$ cat src/common/ctrl_pkg.sv
package ctrl_pkg;

  ////////////////////////////////////////
  // Bus and register file geometry
  ////////////////////////////////////////
  localparam int WORD_W    = 32;
  localparam int ADDR_W    = 32;
  localparam int NUM_REGS  = 8;
  localparam int REG_IDX_W = $clog2(NUM_REGS);
  localparam int IDX_LSB   = 2;  // Word addressing, index in addr[4:2]

  // Host register map
  typedef enum logic [REG_IDX_W-1:0] {
    REG_KCMD      = 3'd0,  // Write launches a command
    REG_CMD       = 3'd1,
    REG_DATA0     = 3'd2,
    REG_DATA1     = 3'd3,
    REG_DELAY     = 3'd4,  // Launch delay in cycles
    REG_WDT_KICK  = 3'd5,
    REG_WDT_START = 3'd6,  // Bit 0 enables watchdog
    REG_SPARE     = 3'd7
  } reg_idx_e;

  localparam logic [WORD_W-1:0] KCMD_RESET_VAL = 32'hDEADBEEF;
  localparam logic [1:0]        RESP_OKAY      = 2'b00;

  ////////////////////////////////////////
  // Watchdog
  ////////////////////////////////////////
  // Scaled for simulation, silicon used 3 s at 50 MHz
  localparam int WDT_CNT_W   = 32;
  localparam int WDT_PULSE_W = 16;

  localparam logic [WDT_CNT_W-1:0]   WDT_TIMEOUT_CYCLES = 32'd150;
  localparam logic [WDT_PULSE_W-1:0] WDT_PULSE_CYCLES   = 16'd20;

endpackage

$ cat src/regs/axil_reg_slave.sv
module axil_reg_slave (
  input  logic                          clk,
  input  logic                          rstn,
  // Write address / data / response
  input  logic [ctrl_pkg::ADDR_W-1:0]   awaddr_i,
  input  logic                          awvalid_i,
  output logic                          awready_o,
  input  logic [ctrl_pkg::WORD_W-1:0]   wdata_i,
  input  logic [ctrl_pkg::WORD_W/8-1:0] wstrb_i,
  input  logic                          wvalid_i,
  output logic                          wready_o,
  output logic [1:0]                    bresp_o,
  output logic                          bvalid_o,
  input  logic                          bready_i,
  // Read address / data
  input  logic [ctrl_pkg::ADDR_W-1:0]   araddr_i,
  input  logic                          arvalid_i,
  output logic                          arready_o,
  output logic [ctrl_pkg::WORD_W-1:0]   rdata_o,
  output logic [1:0]                    rresp_o,
  output logic                          rvalid_o,
  input  logic                          rready_i,
  // Core status words
  input  logic [ctrl_pkg::WORD_W-1:0]   status0_i,
  input  logic [ctrl_pkg::WORD_W-1:0]   status1_i,
  input  logic [ctrl_pkg::WORD_W-1:0]   status2_i,
  input  logic [ctrl_pkg::WORD_W-1:0]   status3_i,
  // To launcher and watchdog
  output logic                          cmd_new_o,
  output logic [ctrl_pkg::WORD_W-1:0]   cmd_o,
  output logic [ctrl_pkg::WORD_W-1:0]   data0_o,
  output logic [ctrl_pkg::WORD_W-1:0]   data1_o,
  output logic [ctrl_pkg::WORD_W-1:0]   delay_o,
  output logic                          wdt_kick_o,
  output logic                          wdt_start_o
);

  logic                        waddr_got_q;
  logic                        wdata_got_q;
  logic                        commit;
  ctrl_pkg::reg_idx_e          widx_q;
  ctrl_pkg::reg_idx_e          ridx;
  logic [ctrl_pkg::WORD_W-1:0] wdat_q;
  logic [ctrl_pkg::WORD_W-1:0] kcmd_q;
  logic [ctrl_pkg::WORD_W-1:0] cmd_q;
  logic [ctrl_pkg::WORD_W-1:0] data0_q;
  logic [ctrl_pkg::WORD_W-1:0] data1_q;
  logic [ctrl_pkg::WORD_W-1:0] delay_q;
  logic [ctrl_pkg::WORD_W-1:0] rdata_q;
  logic [ctrl_pkg::WORD_W-1:0] rd_word;

  assign commit = waddr_got_q && wdata_got_q;
  assign ridx   = ctrl_pkg::reg_idx_e'(araddr_i[ctrl_pkg::IDX_LSB +: ctrl_pkg::REG_IDX_W]);

  ////////////////////////////////////////
  // Read channel
  ////////////////////////////////////////
  // Indices 1 to 4 return core status, not the stored arguments
  always_comb begin
    case (ridx)
      ctrl_pkg::REG_KCMD:  rd_word = kcmd_q;
      ctrl_pkg::REG_CMD:   rd_word = status0_i;
      ctrl_pkg::REG_DATA0: rd_word = status1_i;
      ctrl_pkg::REG_DATA1: rd_word = status2_i;
      ctrl_pkg::REG_DELAY: rd_word = status3_i;
      default:             rd_word = '0;
    endcase
  end

  always_ff @(posedge clk) begin
    if (!rstn) begin
      arready_o <= 1'b1;
      rvalid_o  <= 1'b0;
    end else if (arready_o && arvalid_i) begin
      arready_o <= 1'b0;
      rvalid_o  <= 1'b1;
    end else if (rvalid_o && rready_i) begin
      rvalid_o  <= 1'b0;
      arready_o <= 1'b1;
    end
  end

  always_ff @(posedge clk) begin
    if (arready_o && arvalid_i) rdata_q <= rd_word;  // Held through stall
  end

  assign rdata_o = rdata_q;
  assign rresp_o = ctrl_pkg::RESP_OKAY;

  ////////////////////////////////////////
  // Write channel
  ////////////////////////////////////////
  always_ff @(posedge clk) begin
    if (!rstn) begin
      awready_o   <= 1'b1;
      wready_o    <= 1'b1;
      waddr_got_q <= 1'b0;
      wdata_got_q <= 1'b0;
      bvalid_o    <= 1'b0;
      cmd_new_o   <= 1'b0;
      wdt_kick_o  <= 1'b0;
      wdt_start_o <= 1'b0;
      kcmd_q      <= ctrl_pkg::KCMD_RESET_VAL;
    end else begin
      cmd_new_o  <= 1'b0;
      wdt_kick_o <= 1'b0;
      if (awready_o && awvalid_i) begin
        awready_o   <= 1'b0;
        waddr_got_q <= 1'b1;
      end
      if (wready_o && wvalid_i) begin
        wready_o    <= 1'b0;
        wdata_got_q <= 1'b1;
      end
      if (commit) begin
        waddr_got_q <= 1'b0;
        wdata_got_q <= 1'b0;
        bvalid_o    <= 1'b1;
        case (widx_q)
          ctrl_pkg::REG_KCMD: begin
            kcmd_q    <= wdat_q;
            cmd_new_o <= 1'b1;
          end
          ctrl_pkg::REG_WDT_KICK:  wdt_kick_o  <= |wdat_q;
          ctrl_pkg::REG_WDT_START: wdt_start_o <= wdat_q[0];
          default: ;
        endcase
      end
      if (bvalid_o && bready_i) begin
        bvalid_o  <= 1'b0;
        awready_o <= 1'b1;  // Next write only after B
        wready_o  <= 1'b1;
      end
    end
  end

  // Captured address/data and argument words
  always_ff @(posedge clk) begin
    if (awready_o && awvalid_i) begin
      widx_q <= ctrl_pkg::reg_idx_e'(awaddr_i[ctrl_pkg::IDX_LSB +: ctrl_pkg::REG_IDX_W]);
    end
    if (wready_o && wvalid_i) wdat_q <= wdata_i;
    if (commit) begin
      case (widx_q)
        ctrl_pkg::REG_CMD:   cmd_q   <= wdat_q;
        ctrl_pkg::REG_DATA0: data0_q <= wdat_q;
        ctrl_pkg::REG_DATA1: data1_q <= wdat_q;
        ctrl_pkg::REG_DELAY: delay_q <= wdat_q;
        default: ;
      endcase
    end
  end

  assign bresp_o = ctrl_pkg::RESP_OKAY;
  assign cmd_o   = cmd_q;
  assign data0_o = data0_q;
  assign data1_o = data1_q;
  assign delay_o = delay_q;

  ////////////////////////////////////////
  // Checks
  ////////////////////////////////////////
  a_rvalid_hold : assert property (@(posedge clk) disable iff (!rstn)
    rvalid_o && !rready_i |=> rvalid_o && $stable(rdata_o));

  a_bvalid_hold : assert property (@(posedge clk) disable iff (!rstn)
    bvalid_o && !bready_i |=> bvalid_o);

  a_cmd_new_single : assert property (@(posedge clk) disable iff (!rstn)
    cmd_new_o |=> !cmd_new_o);

endmodule

$ cat src/design/cmd_launch.sv
module cmd_launch (
  input  logic                        clk,
  input  logic                        rstn,
  input  logic                        cmd_new_i,
  input  logic [ctrl_pkg::WORD_W-1:0] cmd_i,
  input  logic [ctrl_pkg::WORD_W-1:0] data0_i,
  input  logic [ctrl_pkg::WORD_W-1:0] data1_i,
  input  logic [ctrl_pkg::WORD_W-1:0] delay_i,
  output logic                        cmd_valid_o,
  output logic [ctrl_pkg::WORD_W-1:0] cmd_o,
  output logic [ctrl_pkg::WORD_W-1:0] data0_o,
  output logic [ctrl_pkg::WORD_W-1:0] data1_o
);

  logic [ctrl_pkg::WORD_W-1:0] count_q;
  logic                        active_q;

  // Countdown, a new request restarts it
  always_ff @(posedge clk) begin
    if (!rstn) begin
      active_q <= 1'b0;
      count_q  <= '0;
    end else if (cmd_new_i) begin
      active_q <= 1'b1;
      count_q  <= delay_i;
    end else if (active_q) begin
      if (count_q == '0) begin
        active_q <= 1'b0;
      end else begin
        count_q <= count_q - 1'b1;
      end
    end
  end

  assign cmd_valid_o = active_q && (count_q == '0);  // DELAY+1 after request

  // Payload is whatever the registers hold at expiry
  assign cmd_o   = cmd_i;
  assign data0_o = data0_i;
  assign data1_o = data1_i;

  // Only a fresh request in the firing cycle may re-fire at once
  a_valid_one_cycle : assert property (@(posedge clk) disable iff (!rstn)
    cmd_valid_o && !cmd_new_i |=> !cmd_valid_o);

endmodule

$ cat src/watchdog/watchdog_timer.sv
module watchdog_timer (
  input  logic clk,
  input  logic rstn,
  input  logic start_i,
  input  logic kick_i,
  input  logic button_i,
  output logic core_rst_o
);

  logic [ctrl_pkg::WDT_CNT_W-1:0]   count_q;
  logic [ctrl_pkg::WDT_PULSE_W-1:0] pulse_q;
  logic                             pulse_on;
  logic                             rst_q;

  assign pulse_on = (pulse_q != '0);

  ////////////////////////////////////////
  // Liveness counter and pulse length
  ////////////////////////////////////////
  always_ff @(posedge clk) begin
    if (!rstn) begin
      count_q <= '0;
      pulse_q <= '0;
    end else begin
      if (pulse_on) pulse_q <= pulse_q - 1'b1;

      if (start_i && !kick_i) begin
        if (count_q < ctrl_pkg::WDT_TIMEOUT_CYCLES - 1'b1) begin
          count_q <= count_q + 1'b1;
        end else begin
          count_q <= '0;
          pulse_q <= ctrl_pkg::WDT_PULSE_CYCLES;  // Host went quiet
        end
      end else begin
        count_q <= '0;  // Kicked or disabled
      end
    end
  end

  // Manual button ORed in
  always_ff @(posedge clk) begin
    if (!rstn) begin
      rst_q <= 1'b0;
    end else begin
      rst_q <= pulse_on | button_i;
    end
  end

  assign core_rst_o = rst_q;

  a_pulse_bound : assert property (@(posedge clk) disable iff (!rstn)
    pulse_q <= ctrl_pkg::WDT_PULSE_CYCLES);

endmodule

$ cat src/design/ctrl_top.sv
module ctrl_top (
  input  logic                          clk,
  input  logic                          rstn,
  // AXI-Lite slave port
  input  logic [ctrl_pkg::ADDR_W-1:0]   awaddr_i,
  input  logic                          awvalid_i,
  output logic                          awready_o,
  input  logic [ctrl_pkg::WORD_W-1:0]   wdata_i,
  input  logic [ctrl_pkg::WORD_W/8-1:0] wstrb_i,
  input  logic                          wvalid_i,
  output logic                          wready_o,
  output logic [1:0]                    bresp_o,
  output logic                          bvalid_o,
  input  logic                          bready_i,
  input  logic [ctrl_pkg::ADDR_W-1:0]   araddr_i,
  input  logic                          arvalid_i,
  output logic                          arready_o,
  output logic [ctrl_pkg::WORD_W-1:0]   rdata_o,
  output logic [1:0]                    rresp_o,
  output logic                          rvalid_o,
  input  logic                          rready_i,
  // Core side
  input  logic [ctrl_pkg::WORD_W-1:0]   status0_i,
  input  logic [ctrl_pkg::WORD_W-1:0]   status1_i,
  input  logic [ctrl_pkg::WORD_W-1:0]   status2_i,
  input  logic [ctrl_pkg::WORD_W-1:0]   status3_i,
  input  logic                          button_i,
  output logic                          cmd_valid_o,
  output logic [ctrl_pkg::WORD_W-1:0]   cmd_o,
  output logic [ctrl_pkg::WORD_W-1:0]   data0_o,
  output logic [ctrl_pkg::WORD_W-1:0]   data1_o,
  output logic                          core_rst_o
);

  logic                        cmd_new;
  logic [ctrl_pkg::WORD_W-1:0] cmd;
  logic [ctrl_pkg::WORD_W-1:0] data0;
  logic [ctrl_pkg::WORD_W-1:0] data1;
  logic [ctrl_pkg::WORD_W-1:0] delay;
  logic                        wdt_kick;
  logic                        wdt_start;

  axil_reg_slave u_regs (
    .clk         (clk),
    .rstn        (rstn),
    .awaddr_i    (awaddr_i),
    .awvalid_i   (awvalid_i),
    .awready_o   (awready_o),
    .wdata_i     (wdata_i),
    .wstrb_i     (wstrb_i),
    .wvalid_i    (wvalid_i),
    .wready_o    (wready_o),
    .bresp_o     (bresp_o),
    .bvalid_o    (bvalid_o),
    .bready_i    (bready_i),
    .araddr_i    (araddr_i),
    .arvalid_i   (arvalid_i),
    .arready_o   (arready_o),
    .rdata_o     (rdata_o),
    .rresp_o     (rresp_o),
    .rvalid_o    (rvalid_o),
    .rready_i    (rready_i),
    .status0_i   (status0_i),
    .status1_i   (status1_i),
    .status2_i   (status2_i),
    .status3_i   (status3_i),
    .cmd_new_o   (cmd_new),
    .cmd_o       (cmd),
    .data0_o     (data0),
    .data1_o     (data1),
    .delay_o     (delay),
    .wdt_kick_o  (wdt_kick),
    .wdt_start_o (wdt_start)
  );

  cmd_launch u_launch (
    .clk         (clk),
    .rstn        (rstn),
    .cmd_new_i   (cmd_new),
    .cmd_i       (cmd),
    .data0_i     (data0),
    .data1_i     (data1),
    .delay_i     (delay),
    .cmd_valid_o (cmd_valid_o),
    .cmd_o       (cmd_o),
    .data0_o     (data0_o),
    .data1_o     (data1_o)
  );

  watchdog_timer u_wdt (
    .clk        (clk),
    .rstn       (rstn),
    .start_i    (wdt_start),
    .kick_i     (wdt_kick),
    .button_i   (button_i),
    .core_rst_o (core_rst_o)
  );

endmodule

$ cat config.mk
export PLATFORM = sky130hd
export DESIGN_NAME = ctrl_top
export DESIGN_NICKNAME = d
export VERILOG_FILES = /design/src/common/ctrl_pkg.sv /design/src/regs/axil_reg_slave.sv /design/src/design/cmd_launch.sv /design/src/watchdog/watchdog_timer.sv /design/src/design/ctrl_top.sv
export SDC_FILE = /design/constraint.sdc
export NUM_CORES = 1
export LEC_CHECK = 0
export ABC_AREA = 1
export BUFFER_PORTS_ARGS = -buffer_cell sky130_fd_sc_hd__buf_4
export CAP_MARGIN = 25
export CELL_PAD_IN_SITES_DETAIL_PLACEMENT = 0
export CELL_PAD_IN_SITES_GLOBAL_PLACEMENT = 1
export CORE_UTILIZATION = 40
export DETAILED_ROUTE_END_ITERATION = 8
export PLACE_DENSITY = 0.78
export SYNTH_ARGS = -nofsm -noshare
export SYNTH_HDL_FRONTEND = slang
export SYNTH_HIERARCHICAL = 1
export SYNTH_SLANG_ARGS = --single-unit
export TNS_END_PERCENT = 10
$ cat constraint.sdc
create_clock -name clk -period 4.4 [get_ports clk]
set_input_delay 0.88 -clock clk [delete_from_list [all_inputs] [get_ports clk]]
set_output_delay 0.88 -clock clk [all_outputs]
set_load 0.1 [all_outputs]
== Word-level counts from Yosys, hierarchy flattened ==
Cells that the tools add are included.

* Bits in registers: 319
* Output and inout bits: 139

* Equal/unequal tests: 11
* Mux-type cells: 15
* $lt $le $gt $ge: 1
* Add/sub/neg operators: 3
* Reduce and logical (&&, ||, !) cells: 28
* Bitwise operators: 2

{| class="wikitable"
|+ Operators by type and width
! cell !! count
|-
| $pmux W32 S5 || 1
|-
| $mux W32 || 3
|-
| $mux W16 || 3
|-
| $add A32 B1 Y32 const B || 1
|-
| $logic_not A32 Y1 || 1
|-
| $lt A32 B8 Y1 const B || 1
|-
| $reduce_or A32 Y1 || 1
|-
| $sub A32 B1 Y32 const B || 1
|-
| $reduce_and A2 Y1 || 8
|-
| $reduce_bool A16 Y1 || 1
|-
| $sub A16 B1 Y16 const B || 1
|-
| $eq A3 B2 Y1 const B || 4
|-
| $eq A3 B3 Y1 const B || 4
|-
| $logic_and A1 B1 Y1 || 8
|-
| $mux W1 || 8
|-
| $eq A3 B1 Y1 const B || 2
|-
| $logic_not A3 Y1 || 2
|-
| $reduce_and A3 Y1 || 2
|-
| $reduce_bool A2 Y1 || 2
|-
| $reduce_or A2 Y1 || 2
|-
| $ne A2 B2 Y1 const B || 1
|-
| $logic_not A1 Y1 || 1
|-
| $not A1 Y1 || 1
|-
| $or A1 B1 Y1 || 1
|}

== Logic depth before layout (Yosys ltp) ==
Gate-level depths: netlist of run 1.

* Depth in word-level cells: 4
* Depth in mapped cells: 12

== Hierarchy ==
The synthesis of run 1 kept the hierarchy.

{| class="wikitable"
|+ Modules (own cells, without submodules)
! module !! cells an instance !! seq. area each (µm²) !! times used !! area an instance (µm²)
|-
| axil_reg_slave || 717 || 6696.4 || 1 || 8889.8
|-
| cmd_launch || 517 || 660.6 || 1 || 3164.3
|-
| watchdog_timer || 229 || 980.9 || 1 || 1906.8
|}

== Worst setup path before layout of run 1 ==
OpenSTA, ideal clock, no wires.

* Kind: register to output
* From: reg u_launch/count_q[0] in the netlist's numbering
* To: out cmd_valid_o
* Setup slack: 1.091 ns
* Data required time: 3.520 ns
* Arrival: 2.429 ns
* Cell stages (with the launch flop): 9
* Cells stage by stage: dfxtp_1 inv_1 ha_1 nand2_4 nor2_8 nand2_1 nor2_1 nand4_1 nor2_1

* Word-level cells in the longest chain between the ends: 2

{| class="wikitable"
|+ RTL lines
! item !! line !! text
|-
| from (decl) || cmd_launch.sv:15 || <nowiki>logic [ctrl_pkg::WORD_W-1:0] count_q;</nowiki>
|-
| from (signal assigned) || cmd_launch.sv:25 || <nowiki>count_q <= delay_i;</nowiki>
|-
| from (signal assigned) || cmd_launch.sv:30 || <nowiki>count_q <= count_q - 1'b1;</nowiki>
|-
| $logic_not A32 Y1 || cmd_launch.sv:35 || <nowiki>assign cmd_valid_o = active_q && (count_q == '0);</nowiki>
|-
| $logic_and A1 B1 Y1 || cmd_launch.sv:35 ||
|-
| to (decl) || ctrl_top.sv:28 || <nowiki>output logic cmd_valid_o,</nowiki>
|}

No other way between the ends.

== Final worst setup path of run 1 ==
Ends and elaborated chain as after synthesis.

==> summary.md, run 1 <==
| Metric | Value |
|---|---|
| Crit path largest cell delay | 0.35 ns |
| Register area | 8340 µm² |
| Placed cell count | 2115 |
| Sw Ratio | 28.2% |
| Worst slew pin tran | 0.826 ns |
| Critical path's top delay family | simple AND/OR/NAND/NOR gates |
| Final WL | 37.2 mm |
| Critical path endpoint category | primary output |
| Final setup skew | 0.0276 ns |
| Placed Area | 16000 µm² |
| Area contributors post-synth | edfxtp_1 (42%), dfxtp_1 (18%), nand2_1 (9.6%) |
| Largest net degree at the start of global routing | 37 |
| HPWL Detailed | 26.7 mm |
| Critical Path AT | 2.55 ns |
| TritonCTS Buffers | 37 |
| Initial Utilization | 40.5% |
| Mean post-synth cell area | 9.54 µm² |
| Internal Pwr Total | 0.00539 W |
| Period utilisation layout | 78.0% |
| Fmax | 0.291 GHz |
| Critical-path top delay cell | buf_4 |
| Distinct cells, synth | 43 |
| Most numerous cell in the Yosys netlist | nand2_1 |
| Core Rows | 68 |
| Fin Setup TNS | 0 ns |
| DP Worst Slack | 1.46 ns |
| Switch Pwr | 0.00212 W |
| Drt first pass iters | 6 |
| Hold buffers post-CTS | 0 |
| Post-CTS sizing | 0 |
| Vias in the first global route | 10400 |
| Design area | 17200 µm² |
| Multi-input gate area | 4310 µm² |
| Clk slew on worst S/H paths | 0.06 ns |
| Clk network pwr share | 38.3% |
| Seq/Total Area, Yosys | 59.7% |
| Die ar. | 35700 µm² |
| DRC viols | 0 |
| Vias/cell | 4.83 |
| RSZ-0062 raised after global routing | false |
| EDFF count, synth | 195 |
| Final Worst Setup Slack | 0.969 ns |
| CP required | 3.52 ns |
| Cells after synthesis | 1463 |
| IR drop worst, VDD | 0.000417 V |
| GP Congestion | 0.842 |
| H-tree depth | 2 |
| Clock latency on the worst-skew pair | 0.53 ns |
| Status | complete, no violations |
| Fill cells | 3236 |
| Max Slew Vio Count | 0 |
| First DRT Iteration DRCs | 578 |
| Max_cap viols | 0 |
| Total Power | 0.00751 W |
| Flop pwr share | 45.8% |
| Fin. Hold Viols | 0 |
| Final Setup Violations | 0 |
| IO Port Bufs | 308 |
| Min-Delay Path Class | reg2reg |
| Die height | 189 µm |
| Routed WL per cell | 17.0 µm |
| Area leader, netlist | edfxtp_1 |
| Layout cells sized above 1 | 25.2% |
| Global-route wire length before repair | 56.7 mm |
| Dominant synthesized flop cell | edfxtp_1 |
| Nets | 1940 |
| GRT overflow | 0 |
| Post-synth top area share | 41.9% |
| Crit Path Max Fanout | 8 |
| GRT Util Overall | 20.5% |
| FF+latch count, synth | 319 |
| Startpoint Class | flop |
| Max_slew headroom | 44.8% |
| Core ar. | 34500 µm² |
| Layout area overhead | 23.0% |
| Setup CP Type | reg2out |
| Tmin final | 3.43 ns |
| Vias | 10500 |
| Critical path, cell by cell | inv_1, ha_1, nand2_4, nor2_8, nand2_1, nor2_1, nand4_1, nor2_1, buf_4 |
| Post-synthesis async set-or-reset flop share | 0% |
| Post-CTS Setup Bufs | 0 |
| Die W | 189 µm |
| Clock Sinks | 319 |
| Gate power share | 15.9% |
| Finished Layout Cells | 2182 |
| Max Root-Sink Buffers | 3 |
| N_diodes | 0 |
| Pleak | 7.35 nW |
| Initial antenna violation count | 0 |
| Detail Route Antenna Nets | 0 |
| Mapped Area | 14000 µm² |
| Clock Root Buffer | clkbuf_16 |
| Pwr/cell area | 437 nW/µm² |
| CTS tree | done |
| Top cell by count, worst path | nor2_1 |
| I/O pins | 375 |
| Ys Warns | 6 |
| Top post-synthesis cells by count | nand2_1 (358), nor2_1 (198), edfxtp_1 (195), dfxtp_1 (124), buf_4 (116) |
| CP Buf/Inv Count | 2 |
-- metal layers --
metal / vias to the layer above / track usage [%] / part of all wire, %
li1: 5189 / - / -
met1: 4989 / 24.0 / 39
met2: 322 / 37.0 / 52
met3: 45 / 4.94 / 7.5
met4: 0 / 5.52 / 1.9
met5: - / 0 / 0
-- cell usage in the layout, fill, tap and decap left out, types with 3 or more instances in the layout --
cell type | netlist | layout
nand2_1 | 358 | 358
buf_4 | 116 | 322
nor2_1 | 198 | 198
edfxtp_1 | 195 | 195
dfxtp_1 | 124 | 124
inv_1 | 90 | 90
nand3_1 | 88 | 88
nand4_1 | 70 | 70
clkbuf_16 | 0 | 38
o21ai_0 | 38 | 38
conb_1 | 2 | 28
a21oi_1 | 25 | 25
nor2_2 | 22 | 22
xor2_1 | 17 | 17
o21ai_1 | 14 | 14
xnor2_1 | 11 | 11
clkinv_2 | 0 | 9
clkbuf_1 | 13 | 7
nor2_4 | 6 | 6
nor3_2 | 2 | 6
clkinv_1 | 1 | 5
nand2_2 | 5 | 5
inv_2 | 5 | 5
nor3_1 | 9 | 5
ha_1 | 5 | 5
clkinvlp_4 | 0 | 3
or2_2 | 3 | 3
-- per-stage QoR --
step	utilization, %	hold WS [ns]
after floorplan	-	0.430
after global placement	46.4	0.444
after detailed placement	46.5	0.454
after CTS	49.9	0.465
after global routing	49.9	0.472
final	49.9	0.467
-- worst register-to-register path, stage by stage, from the launching register on --
cell and delay [ns]:
dfxtp_1 0.31, inv_1 0.12, ha_1 0.29, nand2_4 0.11, nor2_8 0.20, nand2_4 0.08, nor2_2 0.12, nand2_1 0.07
nand2_2 0.48, nor2_1 0.20, nand3_1 0.12, nand2_1 0.05
-- worst paths after layout --
kind                                    startpoint                                 to  slack [ns]  depth (start not counted)
setup / recovery  u_launch/count_q[0]$_SDFFE_PN0P_                        cmd_valid_o        0.97                          9
hold / removal     u_regs/wdt_start_o$_SDFFE_PN0P_    u_regs/wdt_start_o$_SDFFE_PN0P_        0.47                          2
setup reg to reg  u_launch/count_q[0]$_SDFFE_PN0P_  u_launch/count_q[23]$_SDFFE_PN0P_        2.15                         11
hold reg to reg    u_regs/wdt_start_o$_SDFFE_PN0P_    u_regs/wdt_start_o$_SDFFE_PN0P_        0.47                          2
-- kinds of logic after synthesis --
| kind of cell | Yosys count | share of synthesized area [%] |
|---|---|---|
| and+or+nand+nor | 771 | 24.3 |
| DFF | 319 | 59.7 |
| buffers and inverters | 249 | 10.2 |
| AOI/OAI and AO/OA | 87 | 3.36 |
| xor gates and xnor gates | 28 | 1.76 |
| adders and majority gates | 5 | 0.448 |
| other | 2 | 0.0538 |
| muxes | 2 | 0.143 |
-- registers in the layout (all words and copies together) (netlist names), 3 cells and up --
register	flops
u_regs/rdata_o	32
u_regs/wdat_q	32
u_regs/widx_q	3
u_wdt/count_q	32
u_regs/data0_o	32
u_regs/kcmd_q	32
u_regs/cmd_o	32
u_launch/count_q	32
u_regs/data1_o	32
u_wdt/pulse_q	16
u_regs/delay_o	32
-- area by class of cell --
cell class	instances	area share (%)
timing repair buffer	324	14.2
tap	455	3.31
multi-input combinational	921	25.1
clock buffer	45	5.69
inverter	96	2.10
sequential	319	48.5
clock inverter	22	1.02
-- power by group through the flow --
stage / logic, W / registers (W) / clock network (W)
detailed placement: 0.00119 / 0.00350 / 0
global placement: 0.00118 / 0.00350 / 0
CTS: 0.00120 / 0.00344 / 0.00294
finish: 0.00119 / 0.00344 / 0.00288
floorplan: 0.000684 / 0.00368 / 0
global route: 0.00131 / 0.00346 / 0.00306
Note: power is estimated with default switching activity, not from simulation.
==> run 2, diff against run 1 <==
==> constraint.sdc (replaced) <==
create_clock -name clk -period 3.2 [get_ports clk]
set_input_delay 0.64 -clock clk [delete_from_list [all_inputs] [get_ports clk]]
set_output_delay 0.64 -clock clk [all_outputs]
set_load 0.1 [all_outputs]
==> run 2 against run 1 <==
Against the previous run: die area is the same; sequential share of layout area down 0.078 points; via count down 1.3%; critical path type unchanged; non-clock buffer count grew 2; largest power group unchanged; combinational power is 37% higher; worst setup slack got worse by 0.81 ns; largest cell class unchanged; critical path depth unchanged; register-to-register slack got worse by 1.2 ns; count of clock-buffer cells in the layout grew 3; wire length is 0.57% lower.
==> summary.md, run 2 (synthesis results as in run 1) <==
| Metric | Value |
|---|---|
| Status | complete, no violations |
| Clk slew on worst S/H paths | 0.06 ns |
| Core ar. | 34500 µm² |
| Largest net degree at the start of global routing | 38 |
| Met1 usage | 23.6% |
| H-tree depth | 2 |
| Setup CP Type | reg2out |
| Worst slew pin tran | 0.691 ns |
| Flop pwr share | 45.5% |
| Critical Path AT | 2.40 ns |
| Placed Area | 16000 µm² |
| GRT Util Overall | 20.4% |
| Fmax | 0.329 GHz |
| Clock latency on the worst-skew pair | 0.52 ns |
| Met3 global-route usage | 5.16% |
| Pwr/cell area | 604 nW/µm² |
| DRC viols | 0 |
| Critical-path top delay cell | dfxtp_1 |
| Drt first pass iters | 5 |
| Placed cell count | 2117 |
| Final setup skew | 0.0264 ns |
| Post-CTS sizing | 0 |
| Die height | 189 µm |
| Pleak | 7.37 nW |
| Fill cells | 3246 |
| Die W | 189 µm |
| Die ar. | 35700 µm² |
| Max Slew Vio Count | 0 |
| Max_cap viols | 0 |
| Hold buffers post-CTS | 0 |
| I/O pins | 375 |
| Routed WL per cell | 16.9 µm |
| GRT overflow | 0 |
| CP required | 2.56 ns |
| Top cell by count, worst path | nor2_1 |
| Critical path, cell by cell | inv_1, ha_1, nand2_4, nor2_8, nand2_1, nor2_1, nand4_1, nor2_1, buf_6 |
| Clk network pwr share | 38.8% |
| Vias/cell | 4.77 |
| Gr busiest metal | met2 |
| Post-route worst hold slack | 0.292 ns |
| Register area | 8340 µm² |
| Critical path endpoint category | primary output |
| Fin Setup TNS | 0 ns |
| Vias in the first global route | 10000 |
| Crit Path Max Fanout | 8 |
| IR drop worst, VDD | 0.000325 V |
| Max Root-Sink Buffers | 3 |
| RSZ-0062 raised after global routing | false |
| Gate power share | 15.7% |
| Worst-case reg-to-reg path depth | 9 |
| Switch Pwr | 0.00286 W |
| Layout cells sized above 1 | 25.2% |
| GP Congestion | 0.864 |
| Post-CTS Setup Bufs | 0 |
| Layout area overhead | 23.2% |
| Min-Delay Path Depth | 1 |
| Final WL | 37.0 mm |
| Multi-input gate area | 4320 µm² |
| Global-route wire length before repair | 56.1 mm |
| Internal Pwr Total | 0.00753 W |
| Sw Ratio | 27.5% |
| Initial Utilization | 40.5% |
| CTS tree | done |
| TritonCTS Buffers | 36 |
| Commonest non-fill, non-tap cell in the layout | nand2_1 |
| Core Rows | 68 |
| Initial antenna violation count | 1 |
| Design area | 17200 µm² |
| Final Setup Violations | 0 |
| Max_slew headroom | 53.8% |
| GR Util met2 | 36.4% |
| Tmin final | 3.04 ns |
| IO Port Bufs | 308 |
| Startpoint Class | flop |
| Nets | 1941 |
| Min-Delay Path Class | in2reg |
| Fin. Hold Viols | 0 |
| Commonest cells after routing, fill and taps aside | nand2_1 (358), buf_4 (324), nor2_1 (198) |
| Clock Root Buffer | clkbuf_16 |
| Period utilisation layout | 95.0% |
| Detail Route Antenna Nets | 0 |
| HPWL Detailed | 26.5 mm |
| Clock Sinks | 319 |
| Finished Layout Cells | 2182 |
| Crit path largest cell delay | 0.31 ns |
| Vias | 10400 |
| First DRT Iteration DRCs | 617 |
==> run 2: changes by cell type in the layout (fill, tap and decap cells not counted), moves of 2 or more <==
cell	change
buf_4	+2
clkinv_1	-3
bufinv_16	+2
clkinvlp_4	-3
clkbuf_1	+3
==> run 2: layer usage <==
metal  wire [µm]  share of wire, %  vias up
met5           0                 0        -
met4        1060               2.9        0
met3        2360               6.4       63
met2       18900                51      297
met1       14700                40     4870
li1            -                 -     5182
==> run 2: final timing paths <==
path,startpoint,end,slack (ns)
min reg2reg,u_wdt/count_q[0]$_SDFF_PN0_,u_wdt/count_q[0]$_SDFF_PN0_,0.46
min,wdata_i[6],u_regs/wdat_q[6]$_DFFE_PP_,0.29
max,u_launch/count_q[0]$_SDFFE_PN0P_,cmd_valid_o,0.16
max reg2reg,u_launch/count_q[0]$_SDFFE_PN0P_,u_launch/count_q[3]$_SDFFE_PN0P_,0.97
==> run 2: power by group through the flow <==
| stage | Combinational (W) | Sequential, W | Clock (W) |
|---|---|---|---|
| floorplan | 0.000941 | 0.00506 | 0 |
| global placement | 0.00162 | 0.00482 | 0 |
| finish | 0.00163 | 0.00473 | 0.00404 |
| CTS | 0.00164 | 0.00474 | 0.00412 |
| detailed placement | 0.00163 | 0.00482 | 0 |
| global route | 0.00179 | 0.00475 | 0.00429 |
==> run 2: critical path: cells and delay by family, from the launching register on <==
family / cells / cell delay, ns
adders and majority gates: 1 / 0.27
buffers and inverters: 2 / 0.38
and+or+nand+nor: 6 / 0.92
DFF: 1 / 0.31
==> run 2: cell type report <==
| cell class | count | share of cell area, % |
|---|---|---|
| clock buffer | 48 | 5.68 |
| clock inverter | 16 | 1.01 |
| inverter | 96 | 2.09 |
| sequential | 319 | 48.5 |
| timing repair buffer | 326 | 14.3 |
| tap | 455 | 3.31 |
| antenna | 1 | 0.0145 |
| multi-input combinational | 921 | 25.1 |
==> run 2: through the flow <==
step           utilization (%)  setup WS [ns]  power (W)
2_1_floorplan                -        -0.0394    0.00600
6_report                  49.9          0.160     0.0104
3_3_place_gp              46.6          0.643    0.00644
5_1_grt                   49.9        0.00481     0.0108
3_5_place_dp              46.6          0.629    0.00645
4_1_cts                   49.9         0.0780     0.0105
==> run 3, diff against run 2 <==
--- a/config.mk
+++ b/config.mk
@@ -10,11 +10,10 @@
 export CAP_MARGIN = 25
 export CELL_PAD_IN_SITES_DETAIL_PLACEMENT = 0
 export CELL_PAD_IN_SITES_GLOBAL_PLACEMENT = 1
-export CORE_UTILIZATION = 40
+export CORE_UTILIZATION = 39
 export DETAILED_ROUTE_END_ITERATION = 8
-export PLACE_DENSITY = 0.78
+export PLACE_DENSITY = 0.77
 export SYNTH_ARGS = -nofsm -noshare
 export SYNTH_HDL_FRONTEND = slang
-export SYNTH_HIERARCHICAL = 1
 export SYNTH_SLANG_ARGS = --single-unit
 export TNS_END_PERCENT = 10
==> run 3 against run 2 <==
Against the previous run: die area fell by 5.7%; sequential share of layout area rose by 0.41 points; clock skew fell by 0.0061 ns; clock power rose by 7.4%; utilization rose by 2.6 points; worst setup slack improved by 0.087 ns; final area fell by 0.84%; critical path depth fell by 2; critical endpoint unchanged.
==> summary.md, run 3 <==
| Metric | Value |
|---|---|
| Met3 global-route usage | 5.60% |
| Die ar. | 33600 µm² |
| H-tree depth | 2 |
| IO Port Bufs | 308 |
| Post-synth top area share | 45.6% |
| Met1 usage | 25.3% |
| Min-Delay Path Class | in2reg |
| Mapped Area | 12800 µm² |
| Critical Path AT | 2.31 ns |
| Status | complete, no violations |
| HPWL Detailed | 26.4 mm |
| Area contributors post-synth | edfxtp_1 (46%), dfxtp_1 (19%), nand2_1 (8.8%) |
| Ys Warns | 0 |
| EDFF count, synth | 195 |
| Synth Area in Compound Gates | 6.46% |
| Synth Area in XOR/XNOR | 2.18% |
| Total Power | 0.0106 W |
| Final WL | 36.3 mm |
| Max Slew Vio Count | 0 |
| FF-to-FF Start | u_launch.count_q[0]$_SDFFE_PN0P_ |
| Pleak | 7.48 nW |
| CP required | 2.56 ns |
| CTS tree | done |
| Clock Sinks | 319 |
| Reg-to-reg endpoint | u_launch.count_q[6]$_SDFFE_PN0P_ |
| Min-Delay Path Depth | 1 |
| Vias in the first global route | 9731 |
| RSZ-0062 raised after global routing | false |
| Vias | 10000 |
| GR Util met2 | 36.7% |
| Placed cell count | 2036 |
| Final setup skew | 0.0203 ns |
| Commonest non-fill, non-tap cell in the layout | buf_4 |
| Clock Root Buffer | clkbuf_16 |
| Fin. Hold Viols | 0 |
| Max_slew headroom | 49.4% |
| Worst slew pin tran | 0.753 ns |
| Simple logic cell fraction of the synthesized area | 19.9% |
| GP Congestion | 0.849 |
| Clk slew on worst S/H paths | 0.06 ns |
| Detail Route Antenna Nets | 0 |
| Cells after synthesis | 1288 |
| Dominant synthesized flop cell | edfxtp_1 |
| Fmax | 0.339 GHz |
| Final Setup Violations | 0 |
| Die height | 183 µm |
| Fill cells | 3001 |
| Distinct cells, synth | 40 |
| Max Root-Sink Buffers | 3 |
| Critical path endpoint category | primary output |
| Pwr/cell area | 619 nW/µm² |
| Mean post-synth cell area | 9.96 µm² |
| Seq/Total Area, Yosys | 65.0% |
| Vias/cell | 4.77 |
| Initial Utilization | 39.5% |
| Post-synthesis async set-or-reset flop share | 0% |
| Post-Synth Adder-Cell Area | 0.488% |
| Hold buffers post-CTS | 0 |
| Global-route wire length before repair | 54.4 mm |
| Core Rows | 66 |
| Post-route worst hold slack | 0.272 ns |
| Routed WL per cell | 17.2 µm |
| R2r setup slk | 0.94 ns |
| Crit. Startpoint | u_launch.count_q[0]$_SDFFE_PN0P_ |
| Main combinational cell family by area after synthesis | simple AND/OR/NAND/NOR gates |
| Finished Layout Cells | 2106 |
| Tmin final | 2.95 ns |
| Min-Delay Endpoint | u_regs.wdat_q[10]$_DFFE_PP_ |
| GRT overflow | 0 |
| Worst-case reg-to-reg path depth | 10 |
| Max_cap viols | 0 |
| IR drop worst, VDD | 0.000423 V |
| Mux contribution to synthesized area | 0% |
| Startpoint Class | flop |
| Gr busiest metal | met2 |
| Nets | 1876 |
| Largest net degree at the start of global routing | 53 |
| I/O pins | 375 |
| Period utilisation layout | 92.3% |
| Clock latency on the worst-skew pair | 0.54 ns |
| Drt first pass iters | 6 |
| Commonest cells after routing, fill and taps aside | buf_4 (328), nand2_1 (302), edfxtp_1 (195) |
| FF+latch count, synth | 319 |
| Fin Setup TNS | 0 ns |
| Crit Path Max Fanout | 6 |
| Area leader, netlist | edfxtp_1 |
| Layout area overhead | 33.0% |
| Most numerous cell in the Yosys netlist | nand2_1 |
| Initial antenna violation count | 0 |
| N_diodes | 0 |
| Post-CTS sizing | 0 |
| Post-CTS Setup Bufs | 0 |
| GRT Util Overall | 21.2% |
| TritonCTS Buffers | 37 |
| First DRT Iteration DRCs | 600 |
| Top post-synthesis cells by count | nand2_1 (302), edfxtp_1 (195), nor2_1 (152), inv_1 (137), dfxtp_1 (124) |
| Core ar. | 32500 µm² |
| DRC viols | 0 |
| Die W | 183 µm |
| Setup CP Type | reg2out |
| Hold Crit Start | wdata_i[10] |
| Layout cells sized above 1 | 25.1% |
run 3: cell types whose count changed in the layout (fill, tap and decap cells not counted), sizes merged, moves of 6 or more:
cell | before | now
nor2 | 227 | 158
nand2 | 365 | 306
inv | 97 | 144
nand4 | 70 | 29
o211ai | 1 | 20
a221oi | 0 | 14
nand3 | 90 | 76
o21ai | 54 | 67
xor2 | 17 | 25
nor4 | 1 | 8
a21oi | 26 | 32
clkbuf | 48 | 42
nor3 | 12 | 18
run 3: cell type report:
cell class                      instances  area, µm²  share of cell area, %
Clock inverter                         26        294                   1.72
Timing Repair Buffer                  330       2500                   14.7
Inverter                              141        529                   3.10
Sequential cell                       319       8340                   48.9
Clock buffer                           42        966                   5.66
Multi-Input combinational cell        806       3880                   22.7
Tap cell                              442        553                   3.24
run 3: cells by family (layout without fill, tap and decap cells):
logic type	count (synthesis)	after routing
flops	319	319
fa+ha+maj	5	5
xor+xnor	32	32
simple gates	602	602
buf+inv	190	539
compound gates	139	139
other cells	1	28
run 3: worst max-delay path: stages, from the launching register on:
cell	delay (ns)
dfxtp_1	0.32
inv_1	0.12
ha_1	0.29
nand2_2	0.15
nor2_8	0.19
nand3_1	0.18
nor4_4	0.18
buf_4	0.33
run 3: worst max path at each step:
stage,depth (start not counted),to
finish,7,cmd_valid_o
global route,7,cmd_valid_o
CTS,7,cmd_valid_o
detailed placement,6,u_regs.rdata_o[29]$_DFFE_PP_
global placement,6,u_regs.rdata_o[29]$_DFFE_PP_
floorplan,4,u_regs.cmd_o[0]$_DFFE_PP_
run 3: power by group:
| part | internal, W | switching, W |
|---|---|---|
| Sequential | 0.00456 | 0.000136 |
| Clock | 0.00261 | 0.00174 |
| Combinational | 0.000510 | 0.00100 |
run 3: per-layer routing:
metal / vias up / routed length, µm
li1: 4970 / -
met1: 4681 / 14500
met2: 330 / 17900
met3: 67 / 2730
met4: 0 / 1140
met5: - / 0
run 3: stage by stage:
step | utilization, % | worst slack, ns | cell area (µm²)
3_5_place_dp | 48.6 | 0.647 | 15800
3_3_place_gp | 48.6 | 0.678 | 15800
2_1_floorplan | - | -0.0332 | 12900
4_1_cts | 52.4 | 0.222 | 17000
5_1_grt | 52.6 | 0.124 | 17100
6_report | 52.6 | 0.247 | 17100
